**src/ooo_pkg.sv**
```systemverilog
package ooo_pkg;

    // station and datapath sizing
    localparam int RS_SIZE     = 8;
    localparam int TAG_W       = 5;
    localparam int DATA_W      = 32;
    localparam int MULT_STAGES = 3;
    localparam int AGE_W       = 8;
    localparam int IDX_W       = $clog2(RS_SIZE);
    localparam int CNT_W       = $clog2(RS_SIZE + 1);

    typedef logic [TAG_W-1:0]  tag_t;
    typedef logic [DATA_W-1:0] data_t;
    typedef logic [AGE_W-1:0]  age_t;
    typedef logic [CNT_W-1:0]  count_t;

    typedef enum logic [2:0] {
        OP_ADD = 3'd0,
        OP_SUB = 3'd1,
        OP_AND = 3'd2,
        OP_OR  = 3'd3,
        OP_XOR = 3'd4,
        OP_MUL = 3'd5
    } op_e;

    typedef enum logic {
        FU_ALU  = 1'b0,
        FU_MULT = 1'b1
    } fu_e;

    // value is only meaningful once ready is set
    typedef struct packed {
        logic  ready;
        tag_t  tag;
        data_t value;
    } operand_t;

    typedef struct packed {
        logic     valid;
        op_e      op;
        operand_t src1;
        operand_t src2;
        tag_t     dest;
        age_t     age;
    } rs_entry_t;

    // capture a matching cdb broadcast into a waiting operand
    function automatic operand_t wake_operand(operand_t src, logic cdb_valid,
                                              tag_t cdb_tag, data_t cdb_value);
        operand_t woken;
        woken = src;
        if (cdb_valid && !src.ready && src.tag == cdb_tag) begin
            woken.ready = 1'b1;
            woken.value = cdb_value;
        end
        return woken;
    endfunction

endpackage

```
**src/ooo_ifs.sv**
```systemverilog
`timescale 1ns/1ns

// dispatch register into the station
interface rs_write_if import ooo_pkg::*; ();
    logic      valid;
    rs_entry_t entry;
    count_t    free_count;

    modport source (output valid, output entry, input free_count);
    modport sink   (input valid, input entry, output free_count);
endinterface

// station to one functional unit
interface fu_issue_if import ooo_pkg::*; ();
    logic  valid;
    op_e   op;
    data_t a;
    data_t b;
    tag_t  dest;
    logic  avail;

    modport source (output valid, output op, output a, output b, output dest, input avail);
    modport sink   (input valid, input op, input a, input b, input dest, output avail);
endinterface

// unit result towards the cdb arbiter
interface result_if import ooo_pkg::*; ();
    logic  valid;
    tag_t  tag;
    data_t value;
    logic  take;

    modport source (output valid, output tag, output value, input take);
    modport sink   (input valid, input tag, input value, output take);
endinterface

```
**src/alu_unit.sv**
```systemverilog
`timescale 1ns/1ns

module alu_unit import ooo_pkg::*; (
    input  logic        clock,
    input  logic        reset,
    fu_issue_if.sink    iss,
    result_if.source    res
);

    logic  out_valid;
    tag_t  out_tag;
    data_t out_value;
    data_t result;
    logic  fire;

    always_comb begin
        case (iss.op)
            OP_ADD:  result = iss.a + iss.b;
            OP_SUB:  result = iss.a - iss.b;
            OP_AND:  result = iss.a & iss.b;
            OP_OR:   result = iss.a | iss.b;
            OP_XOR:  result = iss.a ^ iss.b;
            default: result = '0;
        endcase
    end

    // free when empty or leaving this cycle
    assign iss.avail = !out_valid || res.take;
    assign fire      = iss.valid && iss.avail;

    always_ff @(posedge clock) begin
        if (reset) begin
            out_valid <= 1'b0;
        end else if (fire) begin
            out_valid <= 1'b1;
        end else if (res.take) begin
            out_valid <= 1'b0;
        end
    end

    always_ff @(posedge clock) begin
        if (fire) begin
            out_tag   <= iss.dest;
            out_value <= result;
        end
    end

    assign res.valid = out_valid;
    assign res.tag   = out_tag;
    assign res.value = out_value;

endmodule

```
**src/cdb_arbiter.sv**
```systemverilog
`timescale 1ns/1ns

module cdb_arbiter import ooo_pkg::*; (
    input  logic        clock,
    input  logic        reset,
    result_if.sink      alu_res,
    result_if.sink      mul_res,
    output logic        cdb_valid,
    output tag_t        cdb_tag,
    output data_t       cdb_value
);

    logic  win_valid;
    tag_t  win_tag;
    data_t win_value;

    // multiplier cannot hold its result, so it always wins
    assign mul_res.take = mul_res.valid;
    assign alu_res.take = alu_res.valid && !mul_res.valid;

    always_comb begin
        if (mul_res.valid) begin
            win_valid = 1'b1;
            win_tag   = mul_res.tag;
            win_value = mul_res.value;
        end else begin
            win_valid = alu_res.valid;
            win_tag   = alu_res.tag;
            win_value = alu_res.value;
        end
    end

    always_ff @(posedge clock) begin
        if (reset) begin
            cdb_valid <= 1'b0;
        end else begin
            cdb_valid <= win_valid;
        end
    end

    always_ff @(posedge clock) begin
        cdb_tag   <= win_tag;
        cdb_value <= win_value;
    end

endmodule

```
**src/dispatch_stage.sv**
```systemverilog
`timescale 1ns/1ns

module dispatch_stage import ooo_pkg::*; (
    input  logic          clock,
    input  logic          reset,
    input  logic          in_valid,
    output logic          in_ready,
    input  op_e           in_op,
    input  operand_t      in_src1,
    input  operand_t      in_src2,
    input  tag_t          in_dest,
    input  logic          cdb_valid,
    input  tag_t          cdb_tag,
    input  data_t         cdb_value,
    rs_write_if.source    wr
);

    logic     started;
    logic     hold_valid;
    op_e      op_q;
    operand_t src1_q;
    operand_t src2_q;
    tag_t     dest_q;
    logic     drain;
    logic     accept;

    assign drain    = hold_valid && (wr.free_count != '0);
    // ready stays low until one edge after reset
    assign in_ready = started && (!hold_valid || drain);
    assign accept   = in_valid && in_ready;

    // sources are patched on the way out so a same-cycle broadcast is not lost
    assign wr.valid = drain;
    assign wr.entry = rs_entry_t'{
        valid: 1'b1,
        op:    op_q,
        src1:  wake_operand(src1_q, cdb_valid, cdb_tag, cdb_value),
        src2:  wake_operand(src2_q, cdb_valid, cdb_tag, cdb_value),
        dest:  dest_q,
        age:   '0
    };

    always_ff @(posedge clock) begin
        if (reset) begin
            started    <= 1'b0;
            hold_valid <= 1'b0;
        end else begin
            started <= 1'b1;
            if (accept) begin
                hold_valid <= 1'b1;
            end else if (drain) begin
                hold_valid <= 1'b0;
            end
        end
    end

    // payload, keeps snooping while held
    always_ff @(posedge clock) begin
        if (accept) begin
            op_q   <= in_op;
            src1_q <= wake_operand(in_src1, cdb_valid, cdb_tag, cdb_value);
            src2_q <= wake_operand(in_src2, cdb_valid, cdb_tag, cdb_value);
            dest_q <= in_dest;
        end else begin
            src1_q <= wake_operand(src1_q, cdb_valid, cdb_tag, cdb_value);
            src2_q <= wake_operand(src2_q, cdb_valid, cdb_tag, cdb_value);
        end
    end

endmodule

```
**src/issue_top.sv**
```systemverilog
`timescale 1ns/1ns

module issue_top import ooo_pkg::*; (
    input  logic     clock,
    input  logic     reset,
    input  logic     in_valid,
    output logic     in_ready,
    input  op_e      in_op,
    input  operand_t in_src1,
    input  operand_t in_src2,
    input  tag_t     in_dest,
    output logic     cdb_valid,
    output tag_t     cdb_tag,
    output data_t    cdb_value
);

    rs_write_if wr_if ();
    fu_issue_if alu_iss_if ();
    fu_issue_if mul_iss_if ();
    result_if   alu_res_if ();
    result_if   mul_res_if ();

    dispatch_stage dispatch_stage_i (
        .clock     (clock),
        .reset     (reset),
        .in_valid  (in_valid),
        .in_ready  (in_ready),
        .in_op     (in_op),
        .in_src1   (in_src1),
        .in_src2   (in_src2),
        .in_dest   (in_dest),
        .cdb_valid (cdb_valid),
        .cdb_tag   (cdb_tag),
        .cdb_value (cdb_value),
        .wr        (wr_if)
    );

    res_station res_station_i (
        .clock     (clock),
        .reset     (reset),
        .wr        (wr_if),
        .cdb_valid (cdb_valid),
        .cdb_tag   (cdb_tag),
        .cdb_value (cdb_value),
        .alu_iss   (alu_iss_if),
        .mul_iss   (mul_iss_if)
    );

    alu_unit alu_unit_i (
        .clock (clock),
        .reset (reset),
        .iss   (alu_iss_if),
        .res   (alu_res_if)
    );

    mult_unit mult_unit_i (
        .clock (clock),
        .reset (reset),
        .iss   (mul_iss_if),
        .res   (mul_res_if)
    );

    cdb_arbiter cdb_arbiter_i (
        .clock     (clock),
        .reset     (reset),
        .alu_res   (alu_res_if),
        .mul_res   (mul_res_if),
        .cdb_valid (cdb_valid),
        .cdb_tag   (cdb_tag),
        .cdb_value (cdb_value)
    );

endmodule

```
**src/mult_unit.sv**
```systemverilog
`timescale 1ns/1ns

module mult_unit import ooo_pkg::*; (
    input  logic        clock,
    input  logic        reset,
    fu_issue_if.sink    iss,
    result_if.source    res
);

    logic                   started;
    logic [MULT_STAGES-1:0] vld;
    tag_t                   tag_q  [MULT_STAGES];
    data_t                  a_q;
    data_t                  b_q;
    data_t                  prod_q [1:MULT_STAGES-1];

    // never stalls, the arbiter always takes our result
    assign iss.avail = started;

    always_ff @(posedge clock) begin
        if (reset) begin
            started <= 1'b0;
            vld     <= '0;
        end else begin
            started <= 1'b1;
            vld     <= {vld[MULT_STAGES-2:0], iss.valid && iss.avail};
        end
    end

    // stage 0 operands, stage 1 product, then plain delay
    always_ff @(posedge clock) begin
        a_q      <= iss.a;
        b_q      <= iss.b;
        tag_q[0] <= iss.dest;
        prod_q[1] <= a_q * b_q;
        for (int s = 1; s < MULT_STAGES; s++) begin
            tag_q[s] <= tag_q[s-1];
        end
        for (int s = 2; s < MULT_STAGES; s++) begin
            prod_q[s] <= prod_q[s-1];
        end
    end

    assign res.valid = vld[MULT_STAGES-1];
    assign res.tag   = tag_q[MULT_STAGES-1];
    assign res.value = prod_q[MULT_STAGES-1];

endmodule

```
**src/res_station.sv**
```systemverilog
`timescale 1ns/1ns

module res_station import ooo_pkg::*; (
    input  logic          clock,
    input  logic          reset,
    rs_write_if.sink      wr,
    input  logic          cdb_valid,
    input  tag_t          cdb_tag,
    input  data_t         cdb_value,
    fu_issue_if.source    alu_iss,
    fu_issue_if.source    mul_iss
);

    rs_entry_t          entries [RS_SIZE];
    age_t               age_ctr;
    logic [RS_SIZE-1:0] alu_req;
    logic [RS_SIZE-1:0] mul_req;
    logic [IDX_W-1:0]   alu_idx;
    logic [IDX_W-1:0]   mul_idx;
    logic [IDX_W-1:0]   wr_idx;
    count_t             free_cnt;

    function automatic fu_e fu_of(op_e op);
        return (op == OP_MUL) ? FU_MULT : FU_ALU;
    endfunction

    // wrap-safe age compare, true when a was stamped before b
    function automatic logic is_older(age_t a, age_t b);
        age_t diff;
        diff = a - b;
        return diff[AGE_W-1];
    endfunction

    function automatic logic [IDX_W-1:0] pick_oldest(logic [RS_SIZE-1:0] req);
        logic [IDX_W-1:0] best;
        logic             found;
        best  = '0;
        found = 1'b0;
        for (int i = 0; i < RS_SIZE; i++) begin
            if (req[i] && (!found || is_older(entries[i].age, entries[best].age))) begin
                best  = IDX_W'(i);
                found = 1'b1;
            end
        end
        return best;
    endfunction

    // per-class request masks
    always_comb begin
        logic rdy;
        for (int i = 0; i < RS_SIZE; i++) begin
            rdy        = entries[i].valid && entries[i].src1.ready && entries[i].src2.ready;
            alu_req[i] = rdy && (fu_of(entries[i].op) == FU_ALU);
            mul_req[i] = rdy && (fu_of(entries[i].op) == FU_MULT);
        end
    end

    assign alu_idx = pick_oldest(alu_req);
    assign mul_idx = pick_oldest(mul_req);

    // lowest free slot and free count
    always_comb begin
        wr_idx   = '0;
        free_cnt = '0;
        for (int i = RS_SIZE - 1; i >= 0; i--) begin
            if (!entries[i].valid) begin
                wr_idx   = IDX_W'(i);
                free_cnt = free_cnt + 1'b1;
            end
        end
    end

    assign wr.free_count = free_cnt;

    assign alu_iss.valid = (|alu_req) && alu_iss.avail;
    assign alu_iss.op    = entries[alu_idx].op;
    assign alu_iss.a     = entries[alu_idx].src1.value;
    assign alu_iss.b     = entries[alu_idx].src2.value;
    assign alu_iss.dest  = entries[alu_idx].dest;

    assign mul_iss.valid = (|mul_req) && mul_iss.avail;
    assign mul_iss.op    = entries[mul_idx].op;
    assign mul_iss.a     = entries[mul_idx].src1.value;
    assign mul_iss.b     = entries[mul_idx].src2.value;
    assign mul_iss.dest  = entries[mul_idx].dest;

    always_ff @(posedge clock) begin
        if (reset) begin
            age_ctr <= '0;
            for (int i = 0; i < RS_SIZE; i++) begin
                entries[i].valid <= 1'b0;
            end
        end else begin
            // wakeup of stored operands
            for (int i = 0; i < RS_SIZE; i++) begin
                entries[i].src1 <= wake_operand(entries[i].src1, cdb_valid, cdb_tag, cdb_value);
                entries[i].src2 <= wake_operand(entries[i].src2, cdb_valid, cdb_tag, cdb_value);
            end
            if (alu_iss.valid) begin
                entries[alu_idx].valid <= 1'b0;
            end
            if (mul_iss.valid) begin
                entries[mul_idx].valid <= 1'b0;
            end
            // new entry lands in a slot that was empty, never one issuing now
            if (wr.valid) begin
                entries[wr_idx]     <= wr.entry;
                entries[wr_idx].age <= age_ctr;
                age_ctr             <= age_ctr + 1'b1;
            end
        end
    end

endmodule
```
**config.mk**
```make
export PLATFORM = sky130hd
export DESIGN_NAME = issue_top
export DESIGN_NICKNAME = d
export VERILOG_FILES = /design/src/ooo_pkg.sv /design/src/ooo_ifs.sv /design/src/alu_unit.sv /design/src/cdb_arbiter.sv /design/src/dispatch_stage.sv /design/src/issue_top.sv /design/src/mult_unit.sv /design/src/res_station.sv
export SDC_FILE = /design/constraint.sdc
export NUM_CORES = 2
export LEC_CHECK = 0
export BUFFER_PORTS_ARGS = -buffer_cell sky130_fd_sc_hd__buf_2
export CAP_MARGIN = 20
export CORE_UTILIZATION = 50
export CTS_CLUSTER_SIZE = 14
export DETAILED_ROUTE_END_ITERATION = 8
export PLACE_DENSITY = 0.66
export SYNTH_ARGS = -nofsm -noshare
export SYNTH_HDL_FRONTEND = slang
export SYNTH_SLANG_ARGS = --single-unit
```
**constraint.sdc**
```tcl
create_clock -name clock -period 27.1 [get_ports clock]
set_input_delay 2.71 -clock clock [delete_from_list [all_inputs] [get_ports clock]]
set_output_delay 2.71 -clock clock [all_outputs]
set_load 0.005 [all_outputs]
```
==> summary.txt <==
Timing
  – Final setup fails: 0
  – Final number of hold-violating endpoints: 0
  – TNS Setup: 0 ps
  – Period utilization: 0.934
  – Min cycle time layout: 25320 ps
  – Slew @ Worst Pin: 1120 ps
  – Rel. slew slack: 0.239
  – Clock Skews: 45.4 ps
  – RSZ-0062 raised after global routing: false
  – Slew Viols, Final: 0
  – Max Clk Rate: 0.0395 GHz

Floorplanning
  – Chip width: 388 µm
  – Total core area: 0.148 mm²
  – Cell row count: 141
  – Number of I/O pins: 126
  – Die Span Y: 388 µm
  – Initial Utilization: 0.504
  – Die Area: 0.150 mm²

Worst setup path
  – Critical Path AT: 25830 ps
  – Crit path max-delay cell type: or3_1
  – R2r setup slk: 1780 ps
  – Worst r2r src: res_station_i.entries[0][4]
  – CP max FO: 40
  – Setup crit end kind: flop
  – R2R cell count: 112
  – Worst EP required: 27610 ps
  – Setup Crit Path Kind: flop to flop
  – Reg-to-reg endpoint: alu_unit_i.res.value[30]
  – Max incr delay on CP: 550 ps
  – CP Launch Type: flop
  – Worst setup path start: res_station_i.entries[0][4]
  – Cell mode on critical path: a21oi_1

Logic synthesis
  – Syn Inst Count: 7464
  – Primary FF master, synth: edfxtp_1
  – Syn nets: 8266
  – Syn avg cell area: 9.98 µm²
  – Mapped Area: 0.0745 mm²
  – Yosys Warn Count: 0
  – Post-synth top area cell: edfxtp_1
  – Area share of the largest cell type after synthesis: 0.319
  – Sequential-to-total area share from yosys stat: 0.391
  – #FFs+latches synth: 1060
  – Async SR Flop Fraction: 0
  – Synth area leaders: edfxtp_1 (32%), fa_1 (11%), mux2_2 (8.6%)
  – Distinct cells, synth: 110
  – Post-synth EDFFs: 791

Placement
  – GP Congestion: 1.01
  – Post-DP HPWL: 177 mm
  – I/O Buffers: 125
  – Placed cell areas: 0.0773 mm²
  – Placed Cells: 9213

Routing
  – Wire per inst: 28.1 µm
  – Final Routed Wirelength: 265 mm
  – Vias per cell: 6.35
  – Drc violations: 0
  – Iter 0 DRT Violations: 7895
  – Total vias in the final route: 59900
  – Remaining antenna violation count: 0
  – Detailed Routing Iterations Pass 1: 6

Power
  – Total leakage power: 34.3 nW
  – Worst VDD drop: 118 µV
  – Pwr per Cell Area: 56.6 mW/mm²

Global route
  – Initial antenna violation count: 20
  – Largest net degree at the start of global routing: 129
  – Aggregate global routing overflow: 0
  – First-pass GRT wire length: 386 mm
  – Global-route usage over all layers: 0.346
  – Vias in the first global route: 58600

Clock tree
  – Max clock buf depth: 3
  – Clk_lat worst skew: 780 ps
  – Post-CTS Hold Buffers: 0
  – Clk slew on worst S/H paths: 70 ps
  – Root buffer cell: clkbuf_16
  – H-tree levels: 3
  – TritonCTS clock tree: built
  – CTS sink count: 1060
  – Total CTS buffers: 108

Min path
  – Hold depth: 0
  – Hold path start: mult_unit_i.prod_q[1][6]
  – HP Class: flop to flop
  – Hold EP: mult_unit_i.prod_q[2][6]

Layout
  – Filler Cells Inserted: 12900
  – Fin cells: 9427
  – Design Area, Final: 0.0814 mm²
  – Share of layout cells above drive strength 1: 0.156
  – Nets: 8202
  – Area Overhead vs Synth: 9.37%

Status
  – Status: finished, final reports clean

Job
  – Max-cap violation count: 0
stage by stage:
step           utilization  worst slack (ps)  hold WS [ps]  power, mW
2_1_floorplan            -              2820           310       2.54
3_3_place_gp         0.523              1190           310       2.93
3_5_place_dp         0.523               707           312       2.94
4_1_cts              0.550               549           323       4.59
5_1_grt              0.551              14.8           334       4.79
6_report             0.551              1780           319       4.61
cell usage in the layout, fill, tap and decap left out, drive strengths merged, types with 170 or more instances in the layout:
cell type and instances:
mux2 571, nand3 196, dfxtp 269, a21oi 402, ha 306, nor2 436, edfxtp 791, xnor2 182
fa 409, nand2 1196, o21ai 170, mux2i 238, buf 304, inv 659
routing by layer:
metal  up-vias  GRT usage  share of wire
met5         -          0        0.00034
met4        14      0.160          0.053
met3       813     0.0822           0.13
met2      3829      0.530           0.43
met1     29500      0.465           0.39
li1      25700          -              -
timing repair:
item / CTS / global route
resized for setup: 0 / 10
setup buffers: 0 / 3
setup endpoints to repair: 0 / 14
synthesized netlist by cell type (all sizes together) (11+ instances only):
master  count
a211oi     33
a21o       27
a21oi     402
a221oi     42
a22oi      28
a31oi      76
and2      132
and3       64
buf       103
clkbuf    375
dfxtp     269
edfxtp    791
fa        409
ha        306
inv       654
mux2      571
mux2i     238
nand2    1196
nand2b     20
nand3     196
nand4      36
nand4b     13
nor2      436
nor2b      22
nor3      118
nor3b      11
nor4       25
o211a      37
o211ai     59
o21a       20
o21ai     170
o21bai     34
o22ai      80
or2        12
or3        20
xnor2     182
xor2       87
kinds of logic after synthesis:
logic type / synth area share
AOI/OAI and AO/OA: 0.0984
xor gates and xnor gates: 0.0329
adders and majority gates: 0.161
buffers and inverters: 0.0581
DFF: 0.391
muxes: 0.119
and+or+nand+nor: 0.139
worst max-delay path, delay by kind of cell (launching register included):
family / cells / cell delay, ps
compound gates: 66 / 13110
simple gates: 24 / 5440
fa+ha+maj: 8 / 2640
buf+inv: 7 / 1720
xor+xnor: 4 / 890
mux: 3 / 710
flops: 1 / 510
flip-flops by register name (all words and copies together), names as in the netlist, 3 cells and up:
signal,flops
mult_unit_i.tag_q,15
res_station_i.entries,744
dispatch_stage_i.wr.entry,10
dispatch_stage_i.op_q,3
alu_unit_i.res.tag,5
alu_unit_i.res.value,32
dispatch_stage_i.dest_q,5
mult_unit_i.b_q,32
dispatch_stage_i.src1_q,33
mult_unit_i.prod_q,64
cdb_arbiter_i.cdb_value,32
res_station_i.age_ctr,8
cdb_arbiter_i.cdb_tag,5
mult_unit_i.a_q,32
dispatch_stage_i.src2_q,33
mult_unit_i.vld,3
power breakdown:
| group | leakage [nW] | switching, mW | internal (mW) |
|---|---|---|---|
| clock | 1.95 | 0.698 | 0.964 |
| sequential | 9.46 | 0.0833 | 1.81 |
| combinational | 22.9 | 0.656 | 0.399 |
| total | 34.3 | 1.44 | 3.17 |
area by class of cell:
class,instances,area [µm²],share of cell area
Sequential cell,1060,29100,0.358
Clock inverter,52,756,0.00928
Antenna cell,2,5.00,0.0000615
Tap cell,1930,2410,0.0297
Timing Repair Buffer,304,2040,0.0251
Clock buffer,153,3230,0.0397
Multi-Input combinational cell,5271,41400,0.508
Inverter,655,2460,0.0302
how the worst max path moves through the flow:
stage | end | slack, ps | cells past startpoint
finish | alu_unit_i.res.value[30] | 1780 | 112
global route | alu_unit_i.res.value[31] | 10 | 115
CTS | alu_unit_i.res.value[30] | 550 | 111
detailed placement | alu_unit_i.res.value[30] | 710 | 111
global placement | alu_unit_i.res.value[30] | 1190 | 112
floorplan | alu_unit_i.res.value[30] | 2820 | 133
(Power assumes the default switching activity.)
